$ cat src/include/ldst_consts.svh
// Load/store unit constants

`ifndef LDST_CONSTS_SVH
`define LDST_CONSTS_SVH

// Data and address width
`define LDST_XLEN 64

// Physical register tag width
`define LDST_PRF_IDX_W 6

// ROB index width
`define LDST_ROB_IDX_W 5

// Store queue depth, power of two
`define LDST_SQ_DEPTH 4
`define LDST_SQ_IDX_W 2

`endif

$ cat src/source/ldst_pkg.sv
// Load/store unit types

`default_nettype none

package ldst_pkg;

  // Memory operation from issue
  typedef enum logic [1:0] {
    MEM_NOP = 2'd0,
    MEM_LD  = 2'd1,
    MEM_ST  = 2'd2
  } mem_op_e;

  // Load unit FSM
  typedef enum logic [1:0] {
    LD_IDLE    = 2'd0,
    LD_WAIT    = 2'd1,  // Read outstanding
    LD_DISCARD = 2'd2   // Flushed, eat the ack
  } ld_state_e;

endpackage

`default_nettype wire

$ cat src/source/ldst_agen.sv
// Address generation stage

`timescale 1ns/1ps
`default_nettype none

`include "ldst_consts.svh"

module ldst_agen (
  input  wire logic                       clk,
  input  wire logic                       rst,
  input  wire logic                       flush_i,
  input  wire ldst_pkg::mem_op_e          op_i,
  input  wire logic [`LDST_XLEN-1:0]      opa_i,
  input  wire logic [`LDST_XLEN-1:0]      opb_i,
  input  wire logic [15:0]                imm_i,
  input  wire logic [`LDST_PRF_IDX_W-1:0] dest_tag_i,
  input  wire logic [`LDST_ROB_IDX_W-1:0] rob_idx_i,
  output ldst_pkg::mem_op_e               op_o,
  output logic [`LDST_XLEN-1:0]           addr_o,
  output logic [`LDST_XLEN-1:0]           data_o,
  output logic [`LDST_PRF_IDX_W-1:0]      dest_tag_o,
  output logic [`LDST_ROB_IDX_W-1:0]      rob_idx_o
);

  import ldst_pkg::*;

  logic [`LDST_XLEN-1:0] disp;

  assign disp = {{(`LDST_XLEN-16){imm_i[15]}}, imm_i};  // Sign-extended displacement

  always_ff @(posedge clk) begin
    if (rst) begin
      op_o <= MEM_NOP;
    end else if (flush_i) begin
      op_o <= MEM_NOP;
    end else begin
      op_o <= op_i;
    end
  end

  // Payload, qualified by op_o
  always_ff @(posedge clk) begin
    addr_o     <= opb_i + disp;
    data_o     <= opa_i;
    dest_tag_o <= dest_tag_i;
    rob_idx_o  <= rob_idx_i;
  end

endmodule

`default_nettype wire

$ cat src/source/store_queue.sv
// Circular store queue

`timescale 1ns/1ps
`default_nettype none

`include "ldst_consts.svh"

module store_queue (
  input  wire logic                       clk,
  input  wire logic                       rst,
  input  wire logic                       flush_i,
  input  wire ldst_pkg::mem_op_e          op_i,
  input  wire logic [`LDST_XLEN-1:0]      addr_i,
  input  wire logic [`LDST_XLEN-1:0]      data_i,
  input  wire logic [`LDST_ROB_IDX_W-1:0] rob_idx_i,
  input  wire logic                       rob_st_retire_i,
  input  wire logic [`LDST_XLEN-1:0]      fwd_addr_i,
  input  wire logic                       dc_st_stall_i,
  output logic                            fwd_hit_o,
  output logic [`LDST_XLEN-1:0]           fwd_data_o,
  output logic                            st_acc_o,
  output logic [`LDST_ROB_IDX_W-1:0]      st_rob_idx_o,
  output logic                            sq_full_o,
  output logic                            dc_st_en_o,
  output logic [`LDST_XLEN-1:0]           dc_st_addr_o,
  output logic [`LDST_XLEN-1:0]           dc_st_data_o
);

  import ldst_pkg::*;

  logic [`LDST_XLEN-1:0]     addr_q [`LDST_SQ_DEPTH];
  logic [`LDST_XLEN-1:0]     data_q [`LDST_SQ_DEPTH];
  logic [`LDST_SQ_DEPTH-1:0] vld_q;
  logic [`LDST_SQ_DEPTH-1:0] ret_q;    // Retired by the ROB
  logic [`LDST_SQ_IDX_W-1:0] head_q;
  logic [`LDST_SQ_IDX_W-1:0] retp_q;   // Oldest unretired entry
  logic [`LDST_SQ_IDX_W-1:0] tail_q;
  logic                      drain;

  assign sq_full_o    = vld_q[tail_q];
  assign st_acc_o     = (op_i == MEM_ST) && !flush_i && !sq_full_o;
  assign st_rob_idx_o = rob_idx_i;

  // Head store goes out once retired, held off by stall
  assign drain        = vld_q[head_q] && ret_q[head_q] && !dc_st_stall_i;
  assign dc_st_en_o   = drain;
  assign dc_st_addr_o = addr_q[head_q];
  assign dc_st_data_o = data_q[head_q];

  always_ff @(posedge clk) begin
    if (st_acc_o) begin
      addr_q[tail_q] <= addr_i;
      data_q[tail_q] <= data_i;
    end
  end

  always_ff @(posedge clk) begin
    if (rst) begin
      vld_q  <= '0;
      ret_q  <= '0;
      head_q <= '0;
      retp_q <= '0;
      tail_q <= '0;
    end else begin
      if (drain) begin
        vld_q[head_q] <= 1'b0;
        ret_q[head_q] <= 1'b0;
        head_q        <= head_q + 1'b1;
      end
      if (rob_st_retire_i) begin
        ret_q[retp_q] <= 1'b1;
        retp_q        <= retp_q + 1'b1;
      end
      if (flush_i) begin
        // Drop everything not yet retired, this cycle's retire survives
        for (int i = 0; i < `LDST_SQ_DEPTH; i++) begin
          if (!ret_q[i] && !(rob_st_retire_i && retp_q == `LDST_SQ_IDX_W'(i))) begin
            vld_q[i] <= 1'b0;
          end
        end
        tail_q <= retp_q + `LDST_SQ_IDX_W'(rob_st_retire_i);
      end else if (st_acc_o) begin
        vld_q[tail_q] <= 1'b1;
        tail_q        <= tail_q + 1'b1;
      end
    end
  end

  // Walk oldest to youngest so the youngest match wins
  always_comb begin
    logic [`LDST_SQ_IDX_W-1:0] idx;
    fwd_hit_o  = 1'b0;
    fwd_data_o = '0;
    idx        = tail_q;
    for (int k = 0; k < `LDST_SQ_DEPTH; k++) begin
      idx = tail_q + `LDST_SQ_IDX_W'(k);
      if (vld_q[idx] && (addr_q[idx][`LDST_XLEN-1:3] == fwd_addr_i[`LDST_XLEN-1:3])) begin
        fwd_hit_o  = 1'b1;
        fwd_data_o = data_q[idx];
      end
    end
  end

endmodule

`default_nettype wire

$ cat src/source/load_unit.sv
// Load sequencing

`timescale 1ns/1ps
`default_nettype none

`include "ldst_consts.svh"

module load_unit (
  input  wire logic                       clk,
  input  wire logic                       rst,
  input  wire logic                       flush_i,
  input  wire ldst_pkg::mem_op_e          op_i,
  input  wire logic [`LDST_XLEN-1:0]      addr_i,
  input  wire logic [`LDST_PRF_IDX_W-1:0] dest_tag_i,
  input  wire logic [`LDST_ROB_IDX_W-1:0] rob_idx_i,
  input  wire logic                       fwd_hit_i,
  input  wire logic [`LDST_XLEN-1:0]      fwd_data_i,
  input  wire logic                       dc_ld_ack_i,
  input  wire logic [`LDST_XLEN-1:0]      dc_ld_data_i,
  output logic [`LDST_XLEN-1:0]           fwd_addr_o,
  output logic                            ldst_rdy_o,
  output logic                            dc_ld_en_o,
  output logic [`LDST_XLEN-1:0]           dc_ld_addr_o,
  output logic                            ld_res_vld_o,
  output logic [`LDST_XLEN-1:0]           ld_res_data_o,
  output logic [`LDST_PRF_IDX_W-1:0]      ld_res_tag_o,
  output logic [`LDST_ROB_IDX_W-1:0]      ld_res_rob_o
);

  import ldst_pkg::*;

  ld_state_e                  state_q, state_d;
  logic [`LDST_PRF_IDX_W-1:0] tag_q;
  logic [`LDST_ROB_IDX_W-1:0] rob_q;
  logic                       idle;
  logic                       ld_req;

  assign idle       = (state_q == LD_IDLE);
  assign fwd_addr_o = addr_i;
  // Miss in the store queue goes to the cache
  assign ld_req       = idle && (op_i == MEM_LD) && !fwd_hit_i && !flush_i;
  assign dc_ld_en_o   = ld_req;
  assign dc_ld_addr_o = addr_i;
  assign ldst_rdy_o   = idle ? !ld_req : dc_ld_ack_i;

  assign ld_res_vld_o  = idle ? ((op_i == MEM_LD) && fwd_hit_i)
                              : ((state_q == LD_WAIT) && dc_ld_ack_i);
  assign ld_res_data_o = idle ? fwd_data_i : dc_ld_data_i;
  assign ld_res_tag_o  = idle ? dest_tag_i : tag_q;
  assign ld_res_rob_o  = idle ? rob_idx_i : rob_q;

  always_comb begin
    state_d = state_q;
    case (state_q)
      LD_IDLE: begin
        if (ld_req) begin
          state_d = LD_WAIT;
        end
      end
      LD_WAIT: begin
        if (dc_ld_ack_i) begin
          state_d = LD_IDLE;
        end else if (flush_i) begin
          state_d = LD_DISCARD;
        end
      end
      LD_DISCARD: begin
        if (dc_ld_ack_i) begin
          state_d = LD_IDLE;
        end
      end
      default: state_d = LD_IDLE;
    endcase
  end

  always_ff @(posedge clk) begin
    if (rst) begin
      state_q <= LD_IDLE;
    end else begin
      state_q <= state_d;
    end
  end

  always_ff @(posedge clk) begin
    if (ld_req) begin  // Hold tags while the read is out
      tag_q <= dest_tag_i;
      rob_q <= rob_idx_i;
    end
  end

endmodule

`default_nettype wire

$ cat src/source/ldst_writeback.sv
// Result broadcast register

`timescale 1ns/1ps
`default_nettype none

`include "ldst_consts.svh"

module ldst_writeback (
  input  wire logic                       clk,
  input  wire logic                       rst,
  input  wire logic                       flush_i,
  input  wire logic                       ld_res_vld_i,
  input  wire logic [`LDST_XLEN-1:0]      ld_res_data_i,
  input  wire logic [`LDST_PRF_IDX_W-1:0] ld_res_tag_i,
  input  wire logic [`LDST_ROB_IDX_W-1:0] ld_res_rob_i,
  input  wire logic                       st_acc_i,
  input  wire logic [`LDST_ROB_IDX_W-1:0] st_rob_idx_i,
  output logic [`LDST_XLEN-1:0]           result_o,
  output logic [`LDST_PRF_IDX_W-1:0]      dest_tag_o,
  output logic [`LDST_ROB_IDX_W-1:0]      rob_idx_o,
  output logic [`LDST_ROB_IDX_W-1:0]      st_rob_idx_o,
  output logic                            ld_done_o,
  output logic                            st_done_o
);

  always_ff @(posedge clk) begin
    if (rst) begin
      ld_done_o <= 1'b0;
      st_done_o <= 1'b0;
    end else if (flush_i) begin
      ld_done_o <= 1'b0;
      st_done_o <= 1'b0;
    end else begin
      ld_done_o <= ld_res_vld_i;
      st_done_o <= st_acc_i;
    end
  end

  // Load and store fields kept apart, both may finish together
  always_ff @(posedge clk) begin
    if (ld_res_vld_i) begin
      result_o   <= ld_res_data_i;
      dest_tag_o <= ld_res_tag_i;
      rob_idx_o  <= ld_res_rob_i;
    end
    if (st_acc_i) begin
      st_rob_idx_o <= st_rob_idx_i;
    end
  end

endmodule

`default_nettype wire

$ cat src/source/fu_ldst.sv
// Load/store functional unit

`timescale 1ns/1ps
`default_nettype none

`include "ldst_consts.svh"

module fu_ldst (
  input  wire logic                       clk,
  input  wire logic                       rst,
  input  wire ldst_pkg::mem_op_e          op_i,
  input  wire logic [`LDST_XLEN-1:0]      opa_i,
  input  wire logic [`LDST_XLEN-1:0]      opb_i,
  input  wire logic [15:0]                imm_i,
  input  wire logic [`LDST_PRF_IDX_W-1:0] dest_tag_i,
  input  wire logic [`LDST_ROB_IDX_W-1:0] rob_idx_i,
  input  wire logic                       rob_st_retire_i,
  input  wire logic                       flush_i,
  input  wire logic                       dc_ld_ack_i,
  input  wire logic [`LDST_XLEN-1:0]      dc_ld_data_i,
  input  wire logic                       dc_st_stall_i,
  output logic [`LDST_XLEN-1:0]           result_o,
  output logic [`LDST_PRF_IDX_W-1:0]      dest_tag_o,
  output logic [`LDST_ROB_IDX_W-1:0]      rob_idx_o,
  output logic [`LDST_ROB_IDX_W-1:0]      st_rob_idx_o,
  output logic                            ld_done_o,
  output logic                            st_done_o,
  output logic                            ldst_rdy_o,
  output logic                            sq_full_o,
  output logic                            dc_ld_en_o,
  output logic [`LDST_XLEN-1:0]           dc_ld_addr_o,
  output logic                            dc_st_en_o,
  output logic [`LDST_XLEN-1:0]           dc_st_addr_o,
  output logic [`LDST_XLEN-1:0]           dc_st_data_o
);

  import ldst_pkg::*;

  mem_op_e                    ag_op;
  logic [`LDST_XLEN-1:0]      ag_addr;
  logic [`LDST_XLEN-1:0]      ag_data;
  logic [`LDST_PRF_IDX_W-1:0] ag_tag;
  logic [`LDST_ROB_IDX_W-1:0] ag_rob;
  logic [`LDST_XLEN-1:0]      fwd_addr;
  logic                       fwd_hit;
  logic [`LDST_XLEN-1:0]      fwd_data;
  logic                       ld_vld;
  logic [`LDST_XLEN-1:0]      ld_data;
  logic [`LDST_PRF_IDX_W-1:0] ld_tag;
  logic [`LDST_ROB_IDX_W-1:0] ld_rob;
  logic                       st_acc;
  logic [`LDST_ROB_IDX_W-1:0] st_rob;

  ldst_agen u_agen (
    .clk        (clk),
    .rst        (rst),
    .flush_i    (flush_i),
    .op_i       (op_i),
    .opa_i      (opa_i),
    .opb_i      (opb_i),
    .imm_i      (imm_i),
    .dest_tag_i (dest_tag_i),
    .rob_idx_i  (rob_idx_i),
    .op_o       (ag_op),
    .addr_o     (ag_addr),
    .data_o     (ag_data),
    .dest_tag_o (ag_tag),
    .rob_idx_o  (ag_rob)
  );

  store_queue u_sq (
    .clk             (clk),
    .rst             (rst),
    .flush_i         (flush_i),
    .op_i            (ag_op),
    .addr_i          (ag_addr),
    .data_i          (ag_data),
    .rob_idx_i       (ag_rob),
    .rob_st_retire_i (rob_st_retire_i),
    .fwd_addr_i      (fwd_addr),
    .dc_st_stall_i   (dc_st_stall_i),
    .fwd_hit_o       (fwd_hit),
    .fwd_data_o      (fwd_data),
    .st_acc_o        (st_acc),
    .st_rob_idx_o    (st_rob),
    .sq_full_o       (sq_full_o),
    .dc_st_en_o      (dc_st_en_o),
    .dc_st_addr_o    (dc_st_addr_o),
    .dc_st_data_o    (dc_st_data_o)
  );

  load_unit u_ld (
    .clk           (clk),
    .rst           (rst),
    .flush_i       (flush_i),
    .op_i          (ag_op),
    .addr_i        (ag_addr),
    .dest_tag_i    (ag_tag),
    .rob_idx_i     (ag_rob),
    .fwd_hit_i     (fwd_hit),
    .fwd_data_i    (fwd_data),
    .dc_ld_ack_i   (dc_ld_ack_i),
    .dc_ld_data_i  (dc_ld_data_i),
    .fwd_addr_o    (fwd_addr),
    .ldst_rdy_o    (ldst_rdy_o),
    .dc_ld_en_o    (dc_ld_en_o),
    .dc_ld_addr_o  (dc_ld_addr_o),
    .ld_res_vld_o  (ld_vld),
    .ld_res_data_o (ld_data),
    .ld_res_tag_o  (ld_tag),
    .ld_res_rob_o  (ld_rob)
  );

  ldst_writeback u_wb (
    .clk           (clk),
    .rst           (rst),
    .flush_i       (flush_i),
    .ld_res_vld_i  (ld_vld),
    .ld_res_data_i (ld_data),
    .ld_res_tag_i  (ld_tag),
    .ld_res_rob_i  (ld_rob),
    .st_acc_i      (st_acc),
    .st_rob_idx_i  (st_rob),
    .result_o      (result_o),
    .dest_tag_o    (dest_tag_o),
    .rob_idx_o     (rob_idx_o),
    .st_rob_idx_o  (st_rob_idx_o),
    .ld_done_o     (ld_done_o),
    .st_done_o     (st_done_o)
  );

endmodule

`default_nettype wire

$ cat config.mk
export PLATFORM = sky130hd
export DESIGN_NAME = fu_ldst
export DESIGN_NICKNAME = d
export VERILOG_FILES = /design/src/source/ldst_pkg.sv /design/src/source/ldst_agen.sv /design/src/source/store_queue.sv /design/src/source/load_unit.sv /design/src/source/ldst_writeback.sv /design/src/source/fu_ldst.sv
export VERILOG_INCLUDE_DIRS = /design/src /design/src/include
export SDC_FILE = /design/constraint.sdc
export NUM_CORES = 2
export LEC_CHECK = 0
export BUFFER_PORTS_ARGS = -buffer_cell sky130_fd_sc_hd__buf_2
export CAP_MARGIN = 10
export CORE_UTILIZATION = 34
export CTS_CLUSTER_DIAMETER = 40
export CTS_CLUSTER_SIZE = 30
export DETAILED_ROUTE_END_ITERATION = 7
export PLACE_DENSITY_LB_ADDON = 0.2
export SLEW_MARGIN = 20
export SYNTH_ARGS = -nofsm -noshare
export SYNTH_HDL_FRONTEND = slang
export SYNTH_SLANG_ARGS = --single-unit
export TNS_END_PERCENT = 5
$ cat constraint.sdc
create_clock -name clk -period 9.78 [get_ports clk]
set_input_delay 1.956 -clock clk [delete_from_list [all_inputs] [get_ports clk]]
set_output_delay 1.956 -clock clk [all_outputs]
set_load 0.02 [all_outputs]
==> summary.md <==
| Metric | Value |
|---|---|
| Outcome | `finished, final reports clean` |
| Worst reg2reg path startpoint | `u_sq.tail_q[1]` |
| Yosys reg bits | `766` |
| Fin. max-slew vios | `0` |
| Worst Setup Path Type | `flip-flop to output port` |
| Most common cell after layout, fill and taps aside | `mux4_2` |
| Internal power | `0.00774 W` |
| Cell Pwr Density | `197 nW/um^2` |
| Layout cells sized above 1 | `42.2%` |
| Main flop type after synthesis | `edfxtp_1` |
| Leakage Power | `18.8 nW` |
| Final period util | `78.7%` |
| Cells after Synth | `3177` |
| Gr ovfl total | `0` |
| Synth Cell Area | `47400 sq um` |
| Residual DRC | `0` |
| Nature of the critical path endpoint | `output port` |
| Async set-or-reset flop fraction in the synthesized netlist | `0%` |
| Clk_lat worst skew | `0.78 ns` |
| Slew Limit Headroom | `26.6%` |
| Switch Pwr | `0.00341 W` |
| Worst-path fanout max | `50` |
| Total number of vias | `33400` |
| GP Congestion | `0.987` |
| Fillcell total | `12800` |
| Initial antenna violation count | `10` |
| CTS buffer count | `143` |
| Min-delay worst type | `flip-flop to flip-flop` |
| Crit path max-delay family | `buffers and inverters` |
| Multi-input gate area | `24600 sq um` |
| Avg WL per Cell | `30.5 um` |
| DIE HEIGHT | `375 um` |
| Hold WS | `0.428 ns` |
| Clock skew | `0.0494 ns` |
| Comb pwr share | `18.4%` |
| Worst slew pin tran | `1.10 ns` |
| Synth warnings | `0` |
| H-tree depth | `4` |
| Core Region | `138000 sq um` |
| Setup TNS | `0 ns` |
| DR vias/cell | `6.00` |
| Drt pass-1 iters | `5` |
| Number of synthesized flops with an enable pin | `603` |
| CTS resizes | `0` |
| Net Sw Frac | `30.6%` |
| WHS Endpoint | `u_ld.tag_q[0]` |
| CP Launch Type | `flip-flop` |
| Area delta synth->final | `19.3%` |
| Die area | `141000 sq um` |
| Worst path max stage delay | `0.88 ns` |
| Maximum capacitance violations | `0` |
| Fin nets | `3951` |
| Crit path buf inv count | `5` |
| Die X-Extent | `375 um` |
| Max Root-Sink Buffers | `3` |
| FF-to-FF setup slack | `3.27 ns` |
| Share of total power in sequential cells | `35.7%` |
| Final setup fails | `0` |
| CTS Hold Buffers Added | `0` |
| Post-DP HPWL | `119 mm` |
| GRT Overall Usage | `23.8%` |
| CP required | `7.82 ns` |
| Worst hold stages | `0` |
| Hold Violations, Final | `0` |
| Cell row count | `136` |
| Number of distinct library cells after synthesis | `81` |
| Largest net degree at the start of global routing | `117` |
| Sequential element share of the synthesized area | `45.1%` |
| Register area | `21400 sq um` |
| Fin crit period | `7.70 ns` |
| Crit path arrival time | `5.74 ns` |
| Worst reg2reg path depth | `15` |
| Vias in the first global route | `32800` |
| FF-to-FF End | `u_wb.result_o[0]` |
| Most used cell, CP | `nand4_1` |
| Finished Cell Area | `56600 sq um` |
| CP cell instances | `inv_1 -> ha_4 -> buf_12 -> buf_4 -> mux4_2 -> xnor2_1 -> nand4_1 -> nor4_1 -> nand4_1 -> nand4_1 -> nor3b_2 -> buf_4 -> nor2_1 -> buf_2` |
| PortBufs | `504` |
| TritonCTS clock tree | `yes` |
| Post-CTS setup buffer count | `0` |
| I/O pin count | `505` |
| Critical-path top delay cell | `ha_4` |
| Clock power frac | `45.9%` |
| Most frequent cells in the layout | `mux4_2 (627), edfxtp_1 (603), buf_2 (504)` |
| Drt total wl | `170 mm` |
| Hold_sp | `u_agen.dest_tag_o[0]` |
| Num Clock Sinks | `766` |
| Synth Net Count | `3481` |
| Average size of a mapped cell | `14.9 sq um` |
| Initial Util | `34.4%` |
| Initial drt markers | `3174` |
| Layout Utilization | `41.0%` |
| Placed cell area | `51500 sq um` |
| Detail Route Antenna Nets | `0` |
| Peak VDD IR | `0.000193 V` |
| RSZ-0062 raised after global routing | `no` |
| First-pass GRT wire length | `243 mm` |
| Clk root buf | `clkbuf_16` |
| Fmax | `0.130 GHz` |
| Reg clk slew, reported paths | `0.06 ns` |
per-stage QoR:
step	cells	power (W)	setup WS, ns
5_1_grt	5565	0.0115	1.67
6_report	5571	0.0112	2.08
3_5_place_dp	5296	0.00609	2.90
2_1_floorplan	3177	0.00527	1.80
3_3_place_gp	5296	0.00611	2.86
4_1_cts	5560	0.0113	2.02
synthesized netlist by cell type (all sizes together) (13+ instances only):
cell type	number	area share, %
inv	65	0.51
buf	106	1.7
mux4	632	30
o21ai	109	1.2
nor2b	18	0.24
nand2b	17	0.22
nor4	30	0.41
a22oi	18	0.29
nor2	68	0.54
xnor2	227	4.2
nand4	110	1.5
nor3	13	0.15
o22ai	14	0.18
or3	66	0.87
a21oi	215	3.2
dfxtp	163	6.9
a2bb2oi	15	0.28
clkbuf	123	0.97
nand2	177	1.4
xor2	22	0.41
edfxtp	603	38
a31oi	14	0.18
ha	76	2.0
nand3	28	0.30
a21o	93	1.5
kinds of logic (layout without fill, tap and decap cells):
| kind of cell | after synthesis | count (layout) | synth area share (%) |
|---|---|---|---|
| AND/OR/NAND/NOR | 578 | 578 | 6.39 |
| adder cells (fa/ha/maj) | 77 | 77 | 2.05 |
| buffers and inverters | 300 | 889 | 3.24 |
| flip-flops | 766 | 766 | 45.1 |
| XOR/XNOR | 249 | 249 | 4.62 |
| other | 0 | 11 | 0 |
| multiplexers | 635 | 635 | 30.1 |
| AO/OA/AOI/OAI | 572 | 572 | 8.49 |
final cells by class:
| cell class | count | share of cell area (%) |
|---|---|---|
| Sequential cell | 766 | 37.8 |
| Antenna cell | 11 | 0.0487 |
| Inverter | 67 | 0.445 |
| Multi-Input combinational cell | 2111 | 43.4 |
| Timing Repair Buffer | 558 | 5.31 |
| Tap cell | 1794 | 3.97 |
| Clock buffer | 154 | 6.47 |
| Clock inverter | 110 | 2.49 |
worst reg2reg max path, delay by kind of cell (launching register included):
kind / cells / cell delay, ns
flip-flops: 1 / 0.67
buffers and inverters: 5 / 2.15
adder cells (fa/ha/maj): 1 / 0.88
multiplexers: 1 / 0.57
AO/OA/AOI/OAI: 3 / 0.62
XOR/XNOR: 1 / 0.33
AND/OR/NAND/NOR: 4 / 1.17
worst max path at each step:
stage | from | cells past startpoint | to | slack [ns]
global route | u_sq.tail_q[0] | 12 | ldst_rdy_o | 1.67
detailed placement | u_sq.tail_q[1] | 14 | ldst_rdy_o | 2.90
CTS | u_sq.tail_q[1] | 14 | ldst_rdy_o | 2.02
finish | u_sq.tail_q[1] | 14 | ldst_rdy_o | 2.08
floorplan | u_sq.tail_q[0] | 23 | ldst_rdy_o | 1.80
global placement | u_sq.tail_q[1] | 14 | ldst_rdy_o | 2.86
sequential cells by signal (all words and copies together) (netlist names), named ones only:
| name | cells |
|---|---|
| u_agen.rob_idx_o | 5 |
| u_sq.ret_q | 4 |
| u_agen.data_o | 64 |
| u_agen.dest_tag_o | 6 |
| u_agen.op_o | 2 |
| u_sq.retp_q | 2 |
| u_sq.tail_q | 2 |
| u_agen.addr_o | 64 |
| u_wb.st_done_o | 1 |
| u_wb.result_o | 64 |
| u_wb.rob_idx_o | 5 |
| u_sq.data_q | 256 |
| u_wb.dest_tag_o | 6 |
| u_ld.rob_q | 5 |
| u_ld.state_q | 2 |
| u_wb.st_rob_idx_o | 5 |
| u_sq.vld_q | 4 |
| u_sq.head_q | 2 |
| u_wb.ld_done_o | 1 |
| u_sq.addr_q | 256 |
| u_ld.tag_q | 6 |
power by group through the flow:
stage | registers [W] | clock network, W | logic [W]
2_1_floorplan | 0.00395 | 0 | 0.00132
5_1_grt | 0.00400 | 0.00537 | 0.00216
6_report | 0.00398 | 0.00512 | 0.00205
4_1_cts | 0.00399 | 0.00524 | 0.00205
3_5_place_dp | 0.00405 | 0 | 0.00204
3_3_place_gp | 0.00405 | 0 | 0.00206
metal layers:
layer,global-route usage (%),routed length (um),vias up
li1,-,-,14200
met1,31.4,67700,17300
met2,39.4,83300,1706
met3,4.81,13500,227
met4,7.72,5380,0
met5,0,0,-
Power figures use the tool's default switching activity.
